File: config.mk
export PLATFORM = sky130hd
export DESIGN_NAME = lsu_top
export DESIGN_NICKNAME = d
export VERILOG_FILES = /design/src/verilog/lsu_pkg.sv /design/src/verilog/lsu_request_intake.sv /design/src/verilog/store_queue.sv /design/src/verilog/axi_lite_port.sv /design/src/verilog/lsu_top.sv
export VERILOG_INCLUDE_DIRS = /design/src /design/src/verilog
export SDC_FILE = /design/constraint.sdc
export NUM_CORES = 2
export LEC_CHECK = 0
export BUFFER_PORTS_ARGS = -buffer_cell sky130_fd_sc_hd__buf_2
export CORE_ASPECT_RATIO = 1.5
export CORE_MARGIN = 2
export CORE_UTILIZATION = 45
export DETAILED_ROUTE_END_ITERATION = 6
export SLEW_MARGIN = 20
export SYNTH_ARGS = -nofsm -noshare
export SYNTH_HDL_FRONTEND = slang
export SYNTH_HIERARCHICAL = 1
export SYNTH_SLANG_ARGS = --single-unit
File: constraint.sdc
create_clock -name clock -period 8.8 [get_ports clock]
set_input_delay 0.44 -clock clock [delete_from_list [all_inputs] [get_ports clock]]
set_output_delay 0.44 -clock clock [all_outputs]
set_load 0.05 [all_outputs]
File: src/verilog/lsu_params.svh
`ifndef LSU_PARAMS_SVH
`define LSU_PARAMS_SVH

// data and address width.
`define LSU_XLEN 32

// store queue size.
`define LSU_SQ_DEPTH 8

// index into the queue, log2 of the depth.
`define LSU_SQ_IDX_W 3

`endif

File: src/verilog/lsu_pkg.sv
`default_nettype none

`include "lsu_params.svh"

package lsu_pkg;

    typedef logic [`LSU_XLEN-1:0] word_t;
    typedef logic [`LSU_XLEN-1:0] addr_t;        // word aligned.

    typedef logic [`LSU_SQ_IDX_W-1:0] sq_idx_t;
    typedef logic [`LSU_SQ_IDX_W:0]   sq_count_t;  // one extra bit for a full queue.

    // outstanding load tracking in the intake.
    typedef enum logic [1:0] {
        idle,
        load_wait,
        load_done
    } intake_state_t;

endpackage

`default_nettype wire

File: src/verilog/lsu_request_intake.sv
`timescale 1ns/1ps
`default_nettype none

module lsu_request_intake (
    input  wire                    clock,
    input  wire                    reset,
    input  wire                    req_valid,
    output logic                   req_ready,
    input  wire                    req_write,
    input  wire lsu_pkg::addr_t    req_address,
    input  wire lsu_pkg::word_t    req_data,
    output logic                   enq_valid,
    output lsu_pkg::addr_t         enq_address,
    output lsu_pkg::word_t         enq_data,
    input  wire                    full,
    output logic                   lookup_valid,
    output lsu_pkg::addr_t         lookup_address,
    input  wire                    hit_valid,
    input  wire                    hit,
    input  wire lsu_pkg::word_t    hit_data,
    output logic                   read_valid,
    output lsu_pkg::addr_t         read_address,
    input  wire                    read_done,
    input  wire lsu_pkg::word_t    read_data,
    output logic                   load_resp_valid,
    output lsu_pkg::word_t         load_resp_data,
    output logic                   load_resp_forwarded
);

    lsu_pkg::intake_state_t state;
    logic                   ready_armed;
    logic                   accept;
    logic                   req_q_valid;
    logic                   req_q_write;
    lsu_pkg::addr_t         req_q_address;
    lsu_pkg::word_t         req_q_data;
    lsu_pkg::word_t         resp_data_q;

    // a pending load holds off every request, so no younger store can race its read.
    assign req_ready = ready_armed && (state == lsu_pkg::idle) && !(req_write && full);
    assign accept    = req_valid && req_ready;

    assign enq_valid      = req_q_valid && req_q_write;
    assign enq_address    = req_q_address;
    assign enq_data       = req_q_data;
    assign lookup_address = req_q_address;

    assign read_valid   = hit_valid && !hit;   // miss goes to memory.
    assign read_address = req_q_address;

    assign load_resp_valid     = (hit_valid && hit) || (state == lsu_pkg::load_done);
    assign load_resp_data      = (state == lsu_pkg::load_done) ? resp_data_q : hit_data;
    assign load_resp_forwarded = hit_valid && hit;

    always_ff @(posedge clock) begin
        if (reset) begin
            state        <= lsu_pkg::idle;
            ready_armed  <= 1'b0;
            req_q_valid  <= 1'b0;
            lookup_valid <= 1'b0;
        end else begin
            ready_armed  <= 1'b1;
            req_q_valid  <= accept;
            lookup_valid <= req_q_valid && !req_q_write;
            case (state)
                lsu_pkg::idle: begin
                    if (accept && !req_write) state <= lsu_pkg::load_wait;
                end
                lsu_pkg::load_wait: begin
                    if (hit_valid && hit) begin
                        state <= lsu_pkg::idle;
                    end else if (read_done) begin
                        state <= lsu_pkg::load_done;
                    end
                end
                default: state <= lsu_pkg::idle;    // load_done lasts one cycle.
            endcase
        end
    end

    always_ff @(posedge clock) begin
        if (accept) begin
            req_q_write   <= req_write;
            req_q_address <= req_address;
            req_q_data    <= req_data;
        end
        if (read_done) resp_data_q <= read_data;
    end

endmodule

`default_nettype wire

File: src/verilog/store_queue.sv
`timescale 1ns/1ps
`default_nettype none

`include "lsu_params.svh"

module store_queue (
    input  wire                    clock,
    input  wire                    reset,
    input  wire                    enq_valid,
    input  wire lsu_pkg::addr_t    enq_address,
    input  wire lsu_pkg::word_t    enq_data,
    output logic                   full,
    input  wire                    lookup_valid,
    input  wire lsu_pkg::addr_t    lookup_address,
    output logic                   hit_valid,
    output logic                   hit,
    output lsu_pkg::word_t         hit_data,
    output logic                   head_valid,
    output lsu_pkg::addr_t         head_address,
    output lsu_pkg::word_t         head_data,
    input  wire                    drain_done
);

    lsu_pkg::addr_t    entry_address [`LSU_SQ_DEPTH];
    lsu_pkg::word_t    entry_data    [`LSU_SQ_DEPTH];
    lsu_pkg::sq_idx_t  head;
    lsu_pkg::sq_idx_t  tail;
    lsu_pkg::sq_count_t count;
    logic              match;
    lsu_pkg::word_t    match_data;

    localparam lsu_pkg::sq_idx_t  LAST_SLOT = lsu_pkg::sq_idx_t'(`LSU_SQ_DEPTH - 1);
    localparam lsu_pkg::sq_count_t CAPACITY = lsu_pkg::sq_count_t'(`LSU_SQ_DEPTH);

    // the intake's enqueue lands one cycle late, so count it as taken already.
    assign full = (count == CAPACITY) ||
                  (enq_valid && (count == CAPACITY - lsu_pkg::sq_count_t'(1)));

    assign head_valid   = (count != '0);
    assign head_address = entry_address[head];
    assign head_data    = entry_data[head];

    // walk from oldest to youngest; a later match overrides an earlier one.
    always_comb begin
        lsu_pkg::sq_idx_t slot;
        match      = 1'b0;
        match_data = '0;
        for (int i = 0; i < `LSU_SQ_DEPTH; i++) begin
            slot = lsu_pkg::sq_idx_t'((int'(head) + i) % `LSU_SQ_DEPTH);
            if ((lsu_pkg::sq_count_t'(i) < count) &&
                (entry_address[slot] == lookup_address)) begin
                match      = 1'b1;
                match_data = entry_data[slot];
            end
        end
    end

    always_ff @(posedge clock) begin
        if (reset) begin
            head      <= '0;
            tail      <= '0;
            count     <= '0;
            hit_valid <= 1'b0;
            hit       <= 1'b0;
        end else begin
            hit_valid <= lookup_valid;
            hit       <= lookup_valid && match;
            if (enq_valid) begin
                tail <= (tail == LAST_SLOT) ? '0 : tail + 1'b1;
            end
            if (drain_done) begin
                head <= (head == LAST_SLOT) ? '0 : head + 1'b1;   // acked by memory.
            end
            case ({enq_valid, drain_done})
                2'b10:   count <= count + 1'b1;
                2'b01:   count <= count - 1'b1;
                default: count <= count;
            endcase
        end
    end

    always_ff @(posedge clock) begin
        if (enq_valid) begin
            entry_address[tail] <= enq_address;
            entry_data[tail]    <= enq_data;
        end
        hit_data <= match_data;
    end

endmodule

`default_nettype wire

File: src/verilog/axi_lite_port.sv
`timescale 1ns/1ps
`default_nettype none

module axi_lite_port (
    input  wire                    clock,
    input  wire                    reset,
    input  wire                    head_valid,
    input  wire lsu_pkg::addr_t    head_address,
    input  wire lsu_pkg::word_t    head_data,
    output logic                   drain_done,
    input  wire                    read_valid,
    input  wire lsu_pkg::addr_t    read_address,
    output logic                   read_done,
    output lsu_pkg::word_t         read_data,
    output logic                   awvalid,
    input  wire                    awready,
    output lsu_pkg::addr_t         awaddr,
    output logic                   wvalid,
    input  wire                    wready,
    output lsu_pkg::word_t         wdata,
    input  wire                    bvalid,
    output logic                   bready,
    output logic                   arvalid,
    input  wire                    arready,
    output lsu_pkg::addr_t         araddr,
    input  wire                    rvalid,
    output logic                   rready,
    input  wire lsu_pkg::word_t    rdata
);

    logic aw_last;
    logic w_last;

    // each channel is finished once it is low or handshaking this cycle.
    assign aw_last = !awvalid || awready;
    assign w_last  = !wvalid || wready;

    assign drain_done = bready && bvalid;
    assign read_done  = rready && rvalid;
    assign read_data  = rdata;

    // write side keeps one head store in flight.
    always_ff @(posedge clock) begin
        if (reset) begin
            awvalid <= 1'b0;
            wvalid  <= 1'b0;
            bready  <= 1'b0;
        end else if (awvalid || wvalid) begin
            if (awready) awvalid <= 1'b0;
            if (wready)  wvalid  <= 1'b0;
            if (aw_last && w_last) bready <= 1'b1;
        end else if (bready) begin
            if (bvalid) bready <= 1'b0;    // queue frees the head on this edge.
        end else if (head_valid) begin
            awvalid <= 1'b1;
            wvalid  <= 1'b1;
        end
    end

    always_ff @(posedge clock) begin
        if (!awvalid && !wvalid && !bready && head_valid) begin
            awaddr <= head_address;
            wdata  <= head_data;
        end
    end

    // read side.
    always_ff @(posedge clock) begin
        if (reset) begin
            arvalid <= 1'b0;
            rready  <= 1'b0;
        end else if (arvalid) begin
            if (arready) begin
                arvalid <= 1'b0;
                rready  <= 1'b1;
            end
        end else if (rready) begin
            if (rvalid) rready <= 1'b0;
        end else if (read_valid) begin
            arvalid <= 1'b1;
        end
    end

    always_ff @(posedge clock) begin
        if (!arvalid && !rready && read_valid) araddr <= read_address;
    end

endmodule

`default_nettype wire

File: src/verilog/lsu_top.sv
`timescale 1ns/1ps
`default_nettype none

module lsu_top (
    input  wire                    clock,
    input  wire                    reset,
    input  wire                    req_valid,
    output logic                   req_ready,
    input  wire                    req_write,
    input  wire lsu_pkg::addr_t    req_address,
    input  wire lsu_pkg::word_t    req_data,
    output logic                   load_resp_valid,
    output lsu_pkg::word_t         load_resp_data,
    output logic                   load_resp_forwarded,
    output logic                   awvalid,
    input  wire                    awready,
    output lsu_pkg::addr_t         awaddr,
    output logic                   wvalid,
    input  wire                    wready,
    output lsu_pkg::word_t         wdata,
    input  wire                    bvalid,
    output logic                   bready,
    output logic                   arvalid,
    input  wire                    arready,
    output lsu_pkg::addr_t         araddr,
    input  wire                    rvalid,
    output logic                   rready,
    input  wire lsu_pkg::word_t    rdata
);

    logic           enq_valid;
    lsu_pkg::addr_t enq_address;
    lsu_pkg::word_t enq_data;
    logic           full;
    logic           lookup_valid;
    lsu_pkg::addr_t lookup_address;
    logic           hit_valid;
    logic           hit;
    lsu_pkg::word_t hit_data;
    logic           head_valid;
    lsu_pkg::addr_t head_address;
    lsu_pkg::word_t head_data;
    logic           drain_done;
    logic           read_valid;
    lsu_pkg::addr_t read_address;
    logic           read_done;
    lsu_pkg::word_t read_data;

    lsu_request_intake u_intake (
        .clock, .reset,
        .req_valid, .req_ready, .req_write, .req_address, .req_data,
        .enq_valid, .enq_address, .enq_data, .full,
        .lookup_valid, .lookup_address, .hit_valid, .hit, .hit_data,
        .read_valid, .read_address, .read_done, .read_data,
        .load_resp_valid, .load_resp_data, .load_resp_forwarded
    );

    store_queue u_store_queue (
        .clock, .reset,
        .enq_valid, .enq_address, .enq_data, .full,
        .lookup_valid, .lookup_address, .hit_valid, .hit, .hit_data,
        .head_valid, .head_address, .head_data, .drain_done
    );

    // AXI4-Lite master toward memory.
    axi_lite_port u_axi_port (
        .clock, .reset,
        .head_valid, .head_address, .head_data, .drain_done,
        .read_valid, .read_address, .read_done, .read_data,
        .awvalid, .awready, .awaddr, .wvalid, .wready, .wdata,
        .bvalid, .bready, .arvalid, .arready, .araddr,
        .rvalid, .rready, .rdata
    );

endmodule

`default_nettype wire

==> qor.yml <==
status:
  run_status: "complete, no violations"
floorplan:
  fp.dieW_microns: 286
  start_util: 0.452
  core_area_sq_um: 119000
  die_h_microns: 427
  ios: 241
  die_area_sq_um: 122000
  row_count: 155
grt:
  grt_pass1_vias: 38400
  grt_pass1_wl_microns: 274000
  antenna_found_initial: 7
  gr-total-overflow: 0
  grt_max_degree: 128
  grt_usage: 0.312
placed_design:
  hpwl_microns: 128000
  placed_area_sq_um: 55500
  gp_congestion: 1.10
  portBuffers: 240
  place_inst: 5421
  pre_cts_ws_ns: 2.80
drt:
  route.detailed.drc: 0
  wirelength_microns: 192000
  vias: 38800
  drtIter0Drc: 4193
  postRouteAntennaNets: 0
  wire_per_inst_microns: 33.9
  drt-pass1-iter-count: 5
  vias_per_cell: 6.85
final_layout:
  final_cells: 5670
  area_growth_pct: 10.1
  fin_nets: 4146
  final_common_cell: "edfxtp_1"
  drive_above_1_share: 0.298
  final_cell_mix: "705 x edfxtp_1, 572 x mux4_2, 444 x mux2i_1"
  fin_area_sq_um: 59100
synth:
  syn_inst: 3968
  synth-edff-count: 705
  postSynthAreaPerCell_sq_um: 13.5
  yosys.area.top_type: "edfxtp_1"
  synth_seq_cells: 762
  synth_area_leaders: "edfxtp_1 39%, mux4_2 24%, mux2i_1 8.3%"
  async_flop_share: 0
  yosys_warnings: 6
  yosysSeqAreaShare: 0.415
  synth_cell_types: 71
  synthFlopType: "edfxtp_1"
  synth_top_area_frac: 0.394
  synth_nets: 4082
  synth.cell_area_sq_um: 53700
cts:
  cts_max_level: 3
  cts_sinks: 762
  root_buffer: "clkbuf_16"
  ctsResizeCount: 0
  clockBufferDepth: 3
  cts_made_buffers: 79
  clk_pin_slew_ns: 0.06
  clkLatencyLatePin_ns: 0.70
  postCtsSetupBuffers: 0
  cts_tree: "done"
worst_setup_path:
  worstSetupPathType: "reg -> reg"
  critPathLaunchType: "flop"
  required_ns: 9.37
  crit_arrival_ns: 6.82
  cp_max_fo: 80
  worst_setup_path_end_kind: "flop"
pwr:
  powerDensity_nw_per_um2: 170
  total_power_mw: 10.1
  p_leak_nw: 18.8
  vdd_drop_max_mv: 0.168
timing:
  slew_viol_final: 0
  rsz0062_at_grt: "no"
  period_needed_ns: 6.25
  period_share: 0.710
  postLayoutSetupSlackWorst_ns: 2.55
  finalHoldViolations: 0
  clock_skew_ns: 0.0352
  slew_headroom: 0.181
  tns_ns: 0
  worst_pin_slew_ns: 1.22
  setup_viol: 0
  max_freq_mhz: 160
job:
  max_cap_violations: 0
hold_path:
  hold_class: "in -> reg"
[registers in the layout (all words and copies together) (netlist names), 2 cells and up, named ones only]
register                     cells
u_store_queue/tail               3
u_axi_port/wdata                32
u_axi_port/awaddr               32
u_store_queue/entry_data       256
u_store_queue/head               3
u_axi_port/araddr               32
u_store_queue/entry_address    256
u_intake/enq_address            32
u_intake/resp_data_q            32
u_intake/enq_data               32
u_store_queue/count              4
u_store_queue/hit_data          32
u_intake/state                   2
[worst paths after layout]
| kind | startpoint | to | slack, ns | depth (start not counted) |
|---|---|---|---|---|
| worst min register to register | u_intake/req_q_write | u_intake/lookup_valid | 0.49 | 1 |
| worst max-delay path | u_store_queue/head[0] | u_store_queue/hit_data[0] | 2.55 | 13 |
| worst min-delay path | wready | u_axi_port/wvalid | 0.06 | 3 |
| worst max register to register | u_store_queue/head[0] | u_store_queue/hit_data[0] | 2.55 | 13 |
[cell type report]
cell class                 instances  area [sq um]
multi-input combinational       2717         29000
fill                           10100         59600
clock inverter                    46           460
clock buffer                     100          2160
tap                             1570          1960
inverter                          32           126
sequential                       762         22300
antenna                            3          7.51
timing repair buffer             440          3080
[routing by layer]
| layer | global-route usage | vias to the layer above | routed length, microns |
|---|---|---|---|
| met1 | 0.363 | 19900 | 67400 |
| met4 | 0.242 | 2 | 17400 |
| met3 | 0.0495 | 582 | 14800 |
| li1 | - | 16200 | - |
| met2 | 0.517 | 2155 | 92800 |
| met5 | 0 | - | 14 |
[power by group]
group / switching, mW / total [mW] / internal (mW)
logic: 1.48 / 2.44 / 0.959
registers: 0.107 / 4.18 / 4.07
clock network: 1.52 / 3.45 / 1.93
total: 3.10 / 10.1 / 6.97
[cells in the mapped netlist, drive strengths merged (30+ instances only)]
library cell / instances
nor4bb: 33
xnor2: 159
a311oi: 34
and3: 75
dfxtp: 57
edfxtp: 705
nand2: 373
o21ai: 45
xor2: 55
o31ai: 36
nand3: 30
mux4: 572
a32oi: 30
a22oi: 83
a21oi: 55
and2: 46
clkbuf: 136
nor2b: 34
mux2: 131
o22ai: 54
a2111oi: 37
nor2: 100
mux2i: 444
buf: 321
o311ai: 32
[metrics by stage]
step	hold slack, ns	util
2_1_floorplan	0.406	-
3_3_place_gp	0.447	0.468
3_5_place_dp	0.463	0.468
4_1_cts	0.00467	0.498
5_1_grt	0.0520	0.498
6_report	0.0585	0.498
[worst max-delay path, cell delays in order, from the launching register on]
cell       delay [ns]
dfxtp_4          0.66
clkinv_2         0.16
ha_4             0.67
buf_12           0.43
mux4_2           0.41
xnor2_1          0.65
nand4_1          0.16
nor3_1           0.22
o21ai_0          0.17
nor4_1           0.55
and3_2           0.91
buf_4            0.48
a2111oi_0        0.14
a311oi_1         0.30
[cell families (layout without fill, tap and decap cells)]
logic type               count (synthesis)  after routing  share of synthesized area
other                                    0              3                          0
buffers and inverters                  489            618                     0.0488
XOR/XNOR                               214            214                     0.0349
multiplexers                          1147           1147                      0.350
AND/OR/NAND/NOR                        837            837                     0.0784
flip-flops                             762            762                      0.415
adder cells (fa/ha/maj)                  9              9                    0.00210
AO/OA/AOI/OAI                          510            510                     0.0701
[timing repair]
item                                    in CTS  in global routing
endpoints found under the setup margin       0                  0
endpoints found under the hold margin      100                  0
hold buffers                               100                  0
Note: power is estimated with default switching activity, not from simulation.
